[config.mk]
export PLATFORM = sky130hd
export DESIGN_NAME = copperv_core
export DESIGN_NICKNAME = d
export VERILOG_FILES = /design/src/copperv_pkg.sv /design/src/copperv_ifs.sv /design/src/inst_decoder.sv /design/src/control_unit.sv /design/src/program_counter.sv /design/src/reg_file.sv /design/src/alu.sv /design/src/copperv_core.sv
export VERILOG_INCLUDE_DIRS = /design/src
export SDC_FILE = /design/constraint.sdc
export NUM_CORES = 2
export LEC_CHECK = 0
export BUFFER_PORTS_ARGS = -buffer_cell sky130_fd_sc_hd__buf_2
export CORE_UTILIZATION = 30
export DETAILED_ROUTE_END_ITERATION = 10
export SLEW_MARGIN = 30
export SYNTH_ARGS = -nofsm -noshare
export SYNTH_HDL_FRONTEND = slang
export SYNTH_SLANG_ARGS = --single-unit
[constraint.sdc]
create_clock -name clk -period 6.4 [get_ports clk]
set_clock_uncertainty 0.1 [all_clocks]
set_input_delay 1.28 -clock clk [delete_from_list [all_inputs] [get_ports clk]]
set_output_delay 1.28 -clock clk [all_outputs]
set_load 0.02 [all_outputs]
[src/copperv_params.svh]
`ifndef COPPERV_PARAMS_SVH
`define COPPERV_PARAMS_SVH

// ----------------------------------------
// Widths
// ----------------------------------------
`define WORD_WIDTH          32
`define REG_ADDR_WIDTH      5
`define INST_TYPE_WIDTH     3
`define FUNCT_WIDTH         4    // {funct7[5], funct3}.
`define RD_DIN_SEL_WIDTH    2
`define PC_NEXT_SEL_WIDTH   2
`define ALU_DIN1_SEL_WIDTH  2
`define ALU_DIN2_SEL_WIDTH  2
`define ALU_OP_WIDTH        2

// ----------------------------------------
// Codes
// ----------------------------------------
`define INST_TYPE_NONE      3'd0
`define INST_TYPE_IMM       3'd1  // LUI.
`define INST_TYPE_INT_IMM   3'd2
`define INST_TYPE_INT_REG   3'd3
`define INST_TYPE_BRANCH    3'd4

`define FUNCT_ADD           4'b0000
`define FUNCT_SUB           4'b1000
`define FUNCT_EQ            4'b0000

`define PC_NEXT_SEL_STALL   2'd0
`define PC_NEXT_SEL_INCR    2'd1
`define PC_NEXT_SEL_BRANCH  2'd2

`define RD_DIN_SEL_IMM      2'd0
`define RD_DIN_SEL_ALU      2'd1

`define ALU_DIN1_SEL_RS1    2'd0

`define ALU_DIN2_SEL_RS2    2'd0
`define ALU_DIN2_SEL_IMM    2'd1

`define ALU_OP_NOP          2'd0
`define ALU_OP_ADD          2'd1
`define ALU_OP_SUB          2'd2

`define OPCODE_LUI          7'b0110111
`define OPCODE_INT_IMM      7'b0010011
`define OPCODE_INT_REG      7'b0110011
`define OPCODE_BRANCH       7'b1100011

`define RESET_PC            32'd0

`endif

[src/copperv_pkg.sv]
`default_nettype none

`include "copperv_params.svh"

package copperv_pkg;

    // ----------------------------------------
    // Datapath values
    // ----------------------------------------
    typedef logic [`WORD_WIDTH-1:0]     word_t;
    typedef logic [`REG_ADDR_WIDTH-1:0] reg_addr_t;

    // ----------------------------------------
    // Decode and control fields
    // ----------------------------------------
    typedef logic [`INST_TYPE_WIDTH-1:0]    inst_type_t;
    typedef logic [`FUNCT_WIDTH-1:0]        funct_t;
    typedef logic [`RD_DIN_SEL_WIDTH-1:0]   rd_din_sel_t;
    typedef logic [`PC_NEXT_SEL_WIDTH-1:0]  pc_next_sel_t;
    typedef logic [`ALU_DIN1_SEL_WIDTH-1:0] alu_din1_sel_t;
    typedef logic [`ALU_DIN2_SEL_WIDTH-1:0] alu_din2_sel_t;
    typedef logic [`ALU_OP_WIDTH-1:0]       alu_op_t;

    // Multicycle sequence of the control unit.
    typedef enum logic [2:0] {
        RESET,
        IDLE,
        FETCH,
        LOAD,
        EXEC,
        MEM
    } state_t;

endpackage

`default_nettype wire

[src/copperv_ifs.sv]
`default_nettype none

// Decoded instruction fields.
interface decode_if;
    copperv_pkg::inst_type_t inst_type;
    copperv_pkg::funct_t     funct;
    copperv_pkg::word_t      imm;
    copperv_pkg::reg_addr_t  rd;
    copperv_pkg::reg_addr_t  rs1;
    copperv_pkg::reg_addr_t  rs2;

    modport src (output inst_type, funct, imm, rd, rs1, rs2);
    modport dst (input  inst_type, funct, imm, rd, rs1, rs2);
endinterface

// Datapath steering from the control unit.
interface ctrl_if;
    logic                       rd_en;
    logic                       rs1_en;
    logic                       rs2_en;
    copperv_pkg::rd_din_sel_t   rd_din_sel;
    copperv_pkg::pc_next_sel_t  pc_next_sel;
    copperv_pkg::alu_din1_sel_t alu_din1_sel;
    copperv_pkg::alu_din2_sel_t alu_din2_sel;
    logic                       rcomp_en;
    copperv_pkg::alu_op_t       alu_op;

    modport ctrl (output rd_en, rs1_en, rs2_en, rd_din_sel, pc_next_sel,
                  alu_din1_sel, alu_din2_sel, rcomp_en, alu_op);
    modport dp   (input  rd_en, rs1_en, rs2_en, rd_din_sel, pc_next_sel,
                  alu_din1_sel, alu_din2_sel, rcomp_en, alu_op);
endinterface

`default_nettype wire

[src/inst_decoder.sv]
`default_nettype none

`include "copperv_params.svh"

module inst_decoder (
    input  logic               clk,
    input  logic               rst,
    input  copperv_pkg::word_t inst,
    input  logic               load,
    decode_if.src              dec
);
    copperv_pkg::word_t inst_q;

    always_ff @(posedge clk) begin
        if (!rst)
            inst_q <= '0;           // Opcode 0 decodes as NONE.
        else if (load)
            inst_q <= inst;
    end

    assign dec.rd  = inst_q[11:7];
    assign dec.rs1 = inst_q[19:15];
    assign dec.rs2 = inst_q[24:20];

    // ----------------------------------------
    // Type and funct
    // ----------------------------------------
    always_comb begin
        case (inst_q[6:0])
            `OPCODE_LUI:     dec.inst_type = `INST_TYPE_IMM;
            `OPCODE_INT_IMM: dec.inst_type = `INST_TYPE_INT_IMM;
            `OPCODE_INT_REG: dec.inst_type = `INST_TYPE_INT_REG;
            `OPCODE_BRANCH:  dec.inst_type = `INST_TYPE_BRANCH;
            default:         dec.inst_type = `INST_TYPE_NONE;
        endcase
    end

    // Only register ops carry a real funct7; ADDI and BEQ see it as zero.
    assign dec.funct = {(dec.inst_type == `INST_TYPE_INT_REG) ? inst_q[30] : 1'b0,
                        inst_q[14:12]};

    // ----------------------------------------
    // Immediate
    // ----------------------------------------
    always_comb begin
        case (dec.inst_type)
            `INST_TYPE_IMM:     dec.imm = {inst_q[31:12], 12'b0};
            `INST_TYPE_INT_IMM: dec.imm = {{20{inst_q[31]}}, inst_q[31:20]};
            `INST_TYPE_BRANCH:  dec.imm = {{19{inst_q[31]}}, inst_q[31], inst_q[7],
                                           inst_q[30:25], inst_q[11:8], 1'b0};
            default:            dec.imm = '0;
        endcase
    end

endmodule

`default_nettype wire

[src/control_unit.sv]
`default_nettype none

`include "copperv_params.svh"

module control_unit (
    input  logic  clk,
    input  logic  rst,
    input  logic  inst_valid,
    input  logic  rcomp,
    decode_if.dst dec,
    ctrl_if.ctrl  ctl,
    output logic  inst_fetch,
    output logic  inst_load
);
    copperv_pkg::state_t state;
    copperv_pkg::state_t state_next;

    always_ff @(posedge clk) begin
        if (!rst)
            state <= copperv_pkg::RESET;
        else
            state <= state_next;
    end

    // ----------------------------------------
    // Next state
    // ----------------------------------------
    always_comb begin
        state_next = copperv_pkg::IDLE;
        case (state)
            copperv_pkg::RESET: state_next = copperv_pkg::FETCH;
            copperv_pkg::IDLE: begin
                if (inst_valid)
                    state_next = copperv_pkg::LOAD;
            end
            copperv_pkg::FETCH: state_next = copperv_pkg::IDLE;
            copperv_pkg::LOAD: begin
                if (dec.inst_type == `INST_TYPE_IMM)
                    state_next = copperv_pkg::FETCH;     // LUI is done.
                else
                    state_next = copperv_pkg::EXEC;
            end
            copperv_pkg::EXEC: state_next = copperv_pkg::FETCH;
            copperv_pkg::MEM: begin
            end
            default: state_next = copperv_pkg::IDLE;
        endcase
    end

    // ----------------------------------------
    // Outputs
    // ----------------------------------------
    always_comb begin
        inst_fetch       = 1'b0;
        inst_load        = 1'b0;
        ctl.rd_en        = 1'b0;
        ctl.rs1_en       = 1'b0;
        ctl.rs2_en       = 1'b0;
        ctl.rd_din_sel   = `RD_DIN_SEL_IMM;
        ctl.pc_next_sel  = `PC_NEXT_SEL_STALL;
        ctl.alu_din1_sel = `ALU_DIN1_SEL_RS1;
        ctl.alu_din2_sel = `ALU_DIN2_SEL_RS2;
        ctl.rcomp_en     = 1'b0;
        ctl.alu_op       = `ALU_OP_NOP;
        case (state)
            copperv_pkg::IDLE: inst_load = inst_valid;
            copperv_pkg::FETCH: begin
                inst_fetch = 1'b1;
                // Branch decision of the instruction just finished.
                if (dec.inst_type == `INST_TYPE_BRANCH)
                    ctl.pc_next_sel = rcomp ? `PC_NEXT_SEL_BRANCH : `PC_NEXT_SEL_INCR;
            end
            copperv_pkg::LOAD: begin
                case (dec.inst_type)
                    `INST_TYPE_IMM: begin
                        ctl.rd_en       = 1'b1;
                        ctl.pc_next_sel = `PC_NEXT_SEL_INCR;
                    end
                    `INST_TYPE_INT_IMM: ctl.rs1_en = 1'b1;
                    `INST_TYPE_INT_REG, `INST_TYPE_BRANCH: begin
                        ctl.rs1_en = 1'b1;
                        ctl.rs2_en = 1'b1;
                    end
                    default: ;
                endcase
            end
            copperv_pkg::EXEC: begin
                case (dec.inst_type)
                    `INST_TYPE_INT_IMM, `INST_TYPE_INT_REG: begin
                        ctl.rd_en       = 1'b1;
                        ctl.rd_din_sel  = `RD_DIN_SEL_ALU;
                        ctl.pc_next_sel = `PC_NEXT_SEL_INCR;
                        if (dec.inst_type == `INST_TYPE_INT_IMM)
                            ctl.alu_din2_sel = `ALU_DIN2_SEL_IMM;
                        if (dec.funct == `FUNCT_ADD)
                            ctl.alu_op = `ALU_OP_ADD;
                        else if (dec.funct == `FUNCT_SUB)
                            ctl.alu_op = `ALU_OP_SUB;
                    end
                    `INST_TYPE_BRANCH: begin
                        if (dec.funct == `FUNCT_EQ)
                            ctl.rcomp_en = 1'b1;
                    end
                    default: ctl.pc_next_sel = `PC_NEXT_SEL_INCR;   // No-op.
                endcase
            end
            default: ;
        endcase
    end

endmodule

`default_nettype wire

[src/program_counter.sv]
`default_nettype none

`include "copperv_params.svh"

module program_counter (
    input  logic               clk,
    input  logic               rst,
    ctrl_if.dp                 ctl,
    decode_if.dst              dec,
    output copperv_pkg::word_t pc
);

    always_ff @(posedge clk) begin
        if (!rst) begin
            pc <= `RESET_PC;
        end else begin
            case (ctl.pc_next_sel)
                `PC_NEXT_SEL_INCR:   pc <= pc + 32'd4;
                `PC_NEXT_SEL_BRANCH: pc <= pc + dec.imm;   // B-type offset.
                default:             pc <= pc;
            endcase
        end
    end

endmodule

`default_nettype wire

[src/reg_file.sv]
`default_nettype none

`include "copperv_params.svh"

module reg_file (
    input  logic               clk,
    input  logic               rst,
    ctrl_if.dp                 ctl,
    decode_if.dst              dec,
    input  copperv_pkg::word_t alu_dout,
    output copperv_pkg::word_t rd_din,
    output copperv_pkg::word_t rs1_dout,
    output copperv_pkg::word_t rs2_dout
);
    copperv_pkg::word_t regs [32];

    // Write-back source.
    always_comb begin
        case (ctl.rd_din_sel)
            `RD_DIN_SEL_IMM: rd_din = dec.imm;
            `RD_DIN_SEL_ALU: rd_din = alu_dout;
            default:         rd_din = '0;
        endcase
    end

    always_ff @(posedge clk) begin
        if (!rst) begin
            for (int i = 0; i < 32; i++)
                regs[i] <= '0;
            rs1_dout <= '0;
            rs2_dout <= '0;
        end else begin
            if (ctl.rd_en && dec.rd != '0)
                regs[dec.rd] <= rd_din;    // x0 stays zero.
            if (ctl.rs1_en)
                rs1_dout <= regs[dec.rs1];
            if (ctl.rs2_en)
                rs2_dout <= regs[dec.rs2];
        end
    end

endmodule

`default_nettype wire

[src/alu.sv]
`default_nettype none

`include "copperv_params.svh"

module alu (
    input  logic               clk,
    input  logic               rst,
    ctrl_if.dp                 ctl,
    decode_if.dst              dec,
    input  copperv_pkg::word_t rs1_dout,
    input  copperv_pkg::word_t rs2_dout,
    output copperv_pkg::word_t alu_dout,
    output logic               rcomp
);
    copperv_pkg::word_t din1;
    copperv_pkg::word_t din2;

    assign din1 = (ctl.alu_din1_sel == `ALU_DIN1_SEL_RS1) ? rs1_dout : '0;
    assign din2 = (ctl.alu_din2_sel == `ALU_DIN2_SEL_IMM) ? dec.imm  : rs2_dout;

    always_comb begin
        case (ctl.alu_op)
            `ALU_OP_ADD: alu_dout = din1 + din2;
            `ALU_OP_SUB: alu_dout = din1 - din2;
            default:     alu_dout = '0;
        endcase
    end

    // Equality flag, held for the branch decision in the next FETCH.
    always_ff @(posedge clk) begin
        if (!rst)
            rcomp <= 1'b0;
        else if (ctl.rd_en)
            rcomp <= 1'b0;
        else if (ctl.rcomp_en)
            rcomp <= (rs1_dout == rs2_dout);
    end

endmodule

`default_nettype wire

[src/copperv_core.sv]
`default_nettype none

module copperv_core (
    input  logic                   clk,
    input  logic                   rst,
    input  copperv_pkg::word_t     inst,
    input  logic                   inst_valid,
    output logic                   inst_fetch,
    output copperv_pkg::word_t     pc,
    output logic                   wb_en,
    output copperv_pkg::reg_addr_t wb_addr,
    output copperv_pkg::word_t     wb_data
);
    logic               inst_load;
    logic               rcomp;
    copperv_pkg::word_t rd_din;
    copperv_pkg::word_t rs1_dout;
    copperv_pkg::word_t rs2_dout;
    copperv_pkg::word_t alu_dout;

    decode_if dec_bus ();
    ctrl_if   ctl_bus ();

    // ----------------------------------------
    // Blocks
    // ----------------------------------------
    inst_decoder u_inst_decoder (
        .clk  (clk),
        .rst  (rst),
        .inst (inst),
        .load (inst_load),
        .dec  (dec_bus)
    );

    control_unit u_control_unit (
        .clk        (clk),
        .rst        (rst),
        .inst_valid (inst_valid),
        .rcomp      (rcomp),
        .dec        (dec_bus),
        .ctl        (ctl_bus),
        .inst_fetch (inst_fetch),
        .inst_load  (inst_load)
    );

    program_counter u_program_counter (
        .clk (clk),
        .rst (rst),
        .ctl (ctl_bus),
        .dec (dec_bus),
        .pc  (pc)
    );

    reg_file u_reg_file (
        .clk      (clk),
        .rst      (rst),
        .ctl      (ctl_bus),
        .dec      (dec_bus),
        .alu_dout (alu_dout),
        .rd_din   (rd_din),
        .rs1_dout (rs1_dout),
        .rs2_dout (rs2_dout)
    );

    alu u_alu (
        .clk      (clk),
        .rst      (rst),
        .ctl      (ctl_bus),
        .dec      (dec_bus),
        .rs1_dout (rs1_dout),
        .rs2_dout (rs2_dout),
        .alu_dout (alu_dout),
        .rcomp    (rcomp)
    );

    // Write-back trace, zero between writes.
    assign wb_en   = ctl_bus.rd_en;
    assign wb_addr = ctl_bus.rd_en ? dec_bus.rd : '0;
    assign wb_data = ctl_bus.rd_en ? rd_din : '0;

endmodule

`default_nettype wire

==> impl_metrics.csv <==
group,metric,value,unit
run_status,outcome,"finished, violations left",
run_status,violations,"negative setup slack",
finish,synthToLayoutAreaGrowth,17.7,%
die,initial_core_util,30.3,%
setup_path,path_class,"reg -> out",
setup_path,crit_buf_inv,9,
setup_path,cp-start-kind,"flop",
pwr,peakVddDrop,0.277,mV
detailed_routing,dr.pass1.iters,6,
timing,setup_viol_count_final,20,
detailed_routing,antenna_left,0,
timing,min_period_over_period,109,%
detailed_routing,drt_wl_total,227000,um
timing,drv_slew,0,
setup_path,crit_family,"buffers and inverters",
setup_path,cp_data_required_time,5.02,ns
placement,dp_cells,7354,
yosys,netlist_area,62000,sq um
yosys,synth_top_area_share,49.6,%
timing,fin_crit,6.95,ns
detailed_routing,via_per_inst,5.77,
timing,relSlewSlack,32.4,%
setup_path,critPathArrivalTime,5.57,ns
pwr,power_leakage,23.5,nW
clocking,cts_tree,"done",
detailed_routing,initialDrtViolationCount,6513,
clocking,cts_buffers,133,
global_routing,grt_pass1_wl,321000,um
clocking,clk_pin_slew,0.06,ns
timing,finalSetupTns,-6.86,ns
global_routing,overflow,0,
global_routing,first_global_vias,43100,
finish,drive_above_1_share,30.8,%
clocking,cts_max_level,4,
clocking,ctsLongestPathBuffers,3,
die,die_h,457,um
placement,io_buffers,105,
timing,fin_ws,-0.552,ns
yosys,ys_types,79,
global_routing,grt_util_all_layers,21.4,%
pwr,power_density,241,nW/um^2
placement,place_ws,-0.361,ns
yosys,ys_top_cells_by_area,"edfxtp_1 (50%), mux4_2 (23%), nor2_1 (7.3%)",
yosys,syn_area_per_cell,13.4,sq um
global_routing,antenna_found_initial,4,
timing,rsz0062_at_grt,"yes",
placement,hpwl,142000,um
detailed_routing,drt-wirelength-per-cell,29.8,um
setup_path,slowest_delay,0.35,ns
timing,final_hold_viol_count,0,
pwr,power,17.6,mW
setup_path,path_common_cell,"buf_4",
die,fp.dieW,457,um
timing,worst_pin_slew,1.00,ns
yosys,post-synth-top-count-cell,"nor2_1",
yosys,yosysTopAreaCell,"edfxtp_1",
clocking,clkLatencyLatePin,0.82,ns
yosys,synth-seq-cells,1156,
finish,fin_nets,4940,
setup_path,worst-path-max-fanout,6,
yosys,yosysWarnings,0,
worst_hold_path,hold_class,"reg -> reg",
detailed_routing,routed-via-count,44000,
yosys,synth_ff_type,"edfxtp_1",
yosys,ys_top_cells_by_count,"nor2_1 (1205), edfxtp_1 (1024), mux4_2 (640), clkbuf_1 (358), nand2_1 (200)",
finish,instances_no_fill,7624,
timing,fmax,144,MHz
finish,fill_cells,19500,
global_routing,grt_max_degree,108,
yosys,synth-async-reset-ratio,0,%
clocking,cts_hold_buffers,0,
setup_path,cp_slowest_cell,"dfxtp_2",
detailed_routing,drt_drc_violations_left,0,
clocking,clkSinkCount,1156,
run,drv_cap,0,
die,pin_count,106,
setup_path,crit_path_end_kind,"output port",
die,dieArea,209000,sq um
die,fp-row-count,166,
placement,gp_congestion,0.941,
die,fp.coreArea,205000,sq um
yosys,synth_edf_count,1024,
yosys,synth_seq_area_share,53.8,%
clocking,root_buffer,"clkbuf_16",
yosys,synth_cells,4628,
report_power, final:
group          internal (mW)  switching (mW)
Sequential              8.45           0.165
Clock                   4.13            3.34
Combinational          0.634           0.871
Total                   13.2            4.37
state kept, by name, summed over array words and instances (netlist names):
| register | flops |
|---|---|
| u_inst_decoder.inst_q | 32 |
| u_alu.rcomp | 1 |
| u_reg_file.regs | 1024 |
| u_reg_file.rs1_dout | 32 |
| u_control_unit.state | 3 |
| u_program_counter.pc | 32 |
| u_reg_file.rs2_dout | 32 |
cells by family (layout without fill, tap and decap cells):
kind of cell	Yosys count	after routing	synth area share, %
AND/OR/NAND/NOR	1619	1619	10.7
flip-flops	1156	1156	53.8
multiplexers	725	725	24.6
AO/OA/AOI/OAI	487	487	5.06
buffers and inverters	463	738	2.87
XOR/XNOR	109	109	1.54
adder cells (fa/ha/maj)	68	68	1.40
other	1	34	0.00605
area by class of cell:
type,instances,area [sq um],area share (%)
Timing Repair Buffer,478,3790,5.19
Antenna cell,2,5.00,0.00686
Inverter,28,110,0.151
Clock buffer,180,3510,4.81
Clock inverter,52,692,0.948
Tap cell,2688,3360,4.61
Multi-Input combinational cell,3040,28100,38.5
Sequential cell,1156,33400,45.8
worst min-delay path: cells and delay by family (launching register included):
kind / cells / cell delay (ns)
DFF: 1 / 0.36
and+or+nand+nor: 1 / 0.06
AOI/OAI and AO/OA: 1 / 0.05
per-layer routing:
metal / up-vias / share of wire [%] / global-route usage [%]
li1: 18100 / - / -
met1: 22800 / 39 / 28.7
met2: 2707 / 46 / 33.7
met3: 409 / 10 / 4.32
met4: 2 / 4.9 / 9.41
met5: - / 0.0048 / 0
metrics by stage:
step                      area (sq um)  hold slack [ns]  util, %
after global placement           67500            0.355     32.9
after CTS                        72600            0.407     35.4
final                            73000            0.410     35.6
after detailed placement         67600            0.368     33.0
after floorplan                  62100            0.340        -
after global routing             73000            0.434     35.6
layout by cell type, fill, tap and decap left out, drive strengths merged, types with 17 or more instances in the layout:
cell type / netlist / final
a221oi: 18 / 18
o21ai: 82 / 82
conb: 1 / 32
dfxtp: 132 / 132
nand2b: 21 / 21
clkbuf: 358 / 180
buf: 77 / 478
nor3: 42 / 42
a21o: 33 / 33
mux4: 640 / 640
edfxtp: 1024 / 1024
ha: 66 / 66
a211oi: 81 / 81
mux2i: 85 / 85
or3: 18 / 18
xnor2: 46 / 46
a21oi: 158 / 158
nand3: 31 / 31
and3: 18 / 18
clkinv: 0 / 42
a22oi: 18 / 18
nor2b: 17 / 17
xor2: 63 / 63
inv: 28 / 31
nor2: 1205 / 1205
nand2: 200 / 200
final timing paths:
check	from	end	slack (ns)	depth (start not counted)
worst max-delay path	u_control_unit.state[2]	wb_data[30]	-0.55	27
worst min-delay path	u_inst_decoder.inst_q[22]	u_inst_decoder.inst_q[22]	0.41	2
worst max register to register	u_control_unit.state[2]	u_reg_file.regs[17][15]	0.96	27
worst min register to register	u_inst_decoder.inst_q[22]	u_inst_decoder.inst_q[22]	0.41	2
repair_timing:
| action | 4_1_cts | 5_1_grt |
|---|---|---|
| hold endpoints to repair | 0 | 0 |
| pin swaps | 69 | 19 |
| gates resized for setup | 155 | 63 |
| buffers inserted | 30 | 8 |
| endpoints found under the setup margin | 21 | 22 |
(Power assumes the default switching activity.)
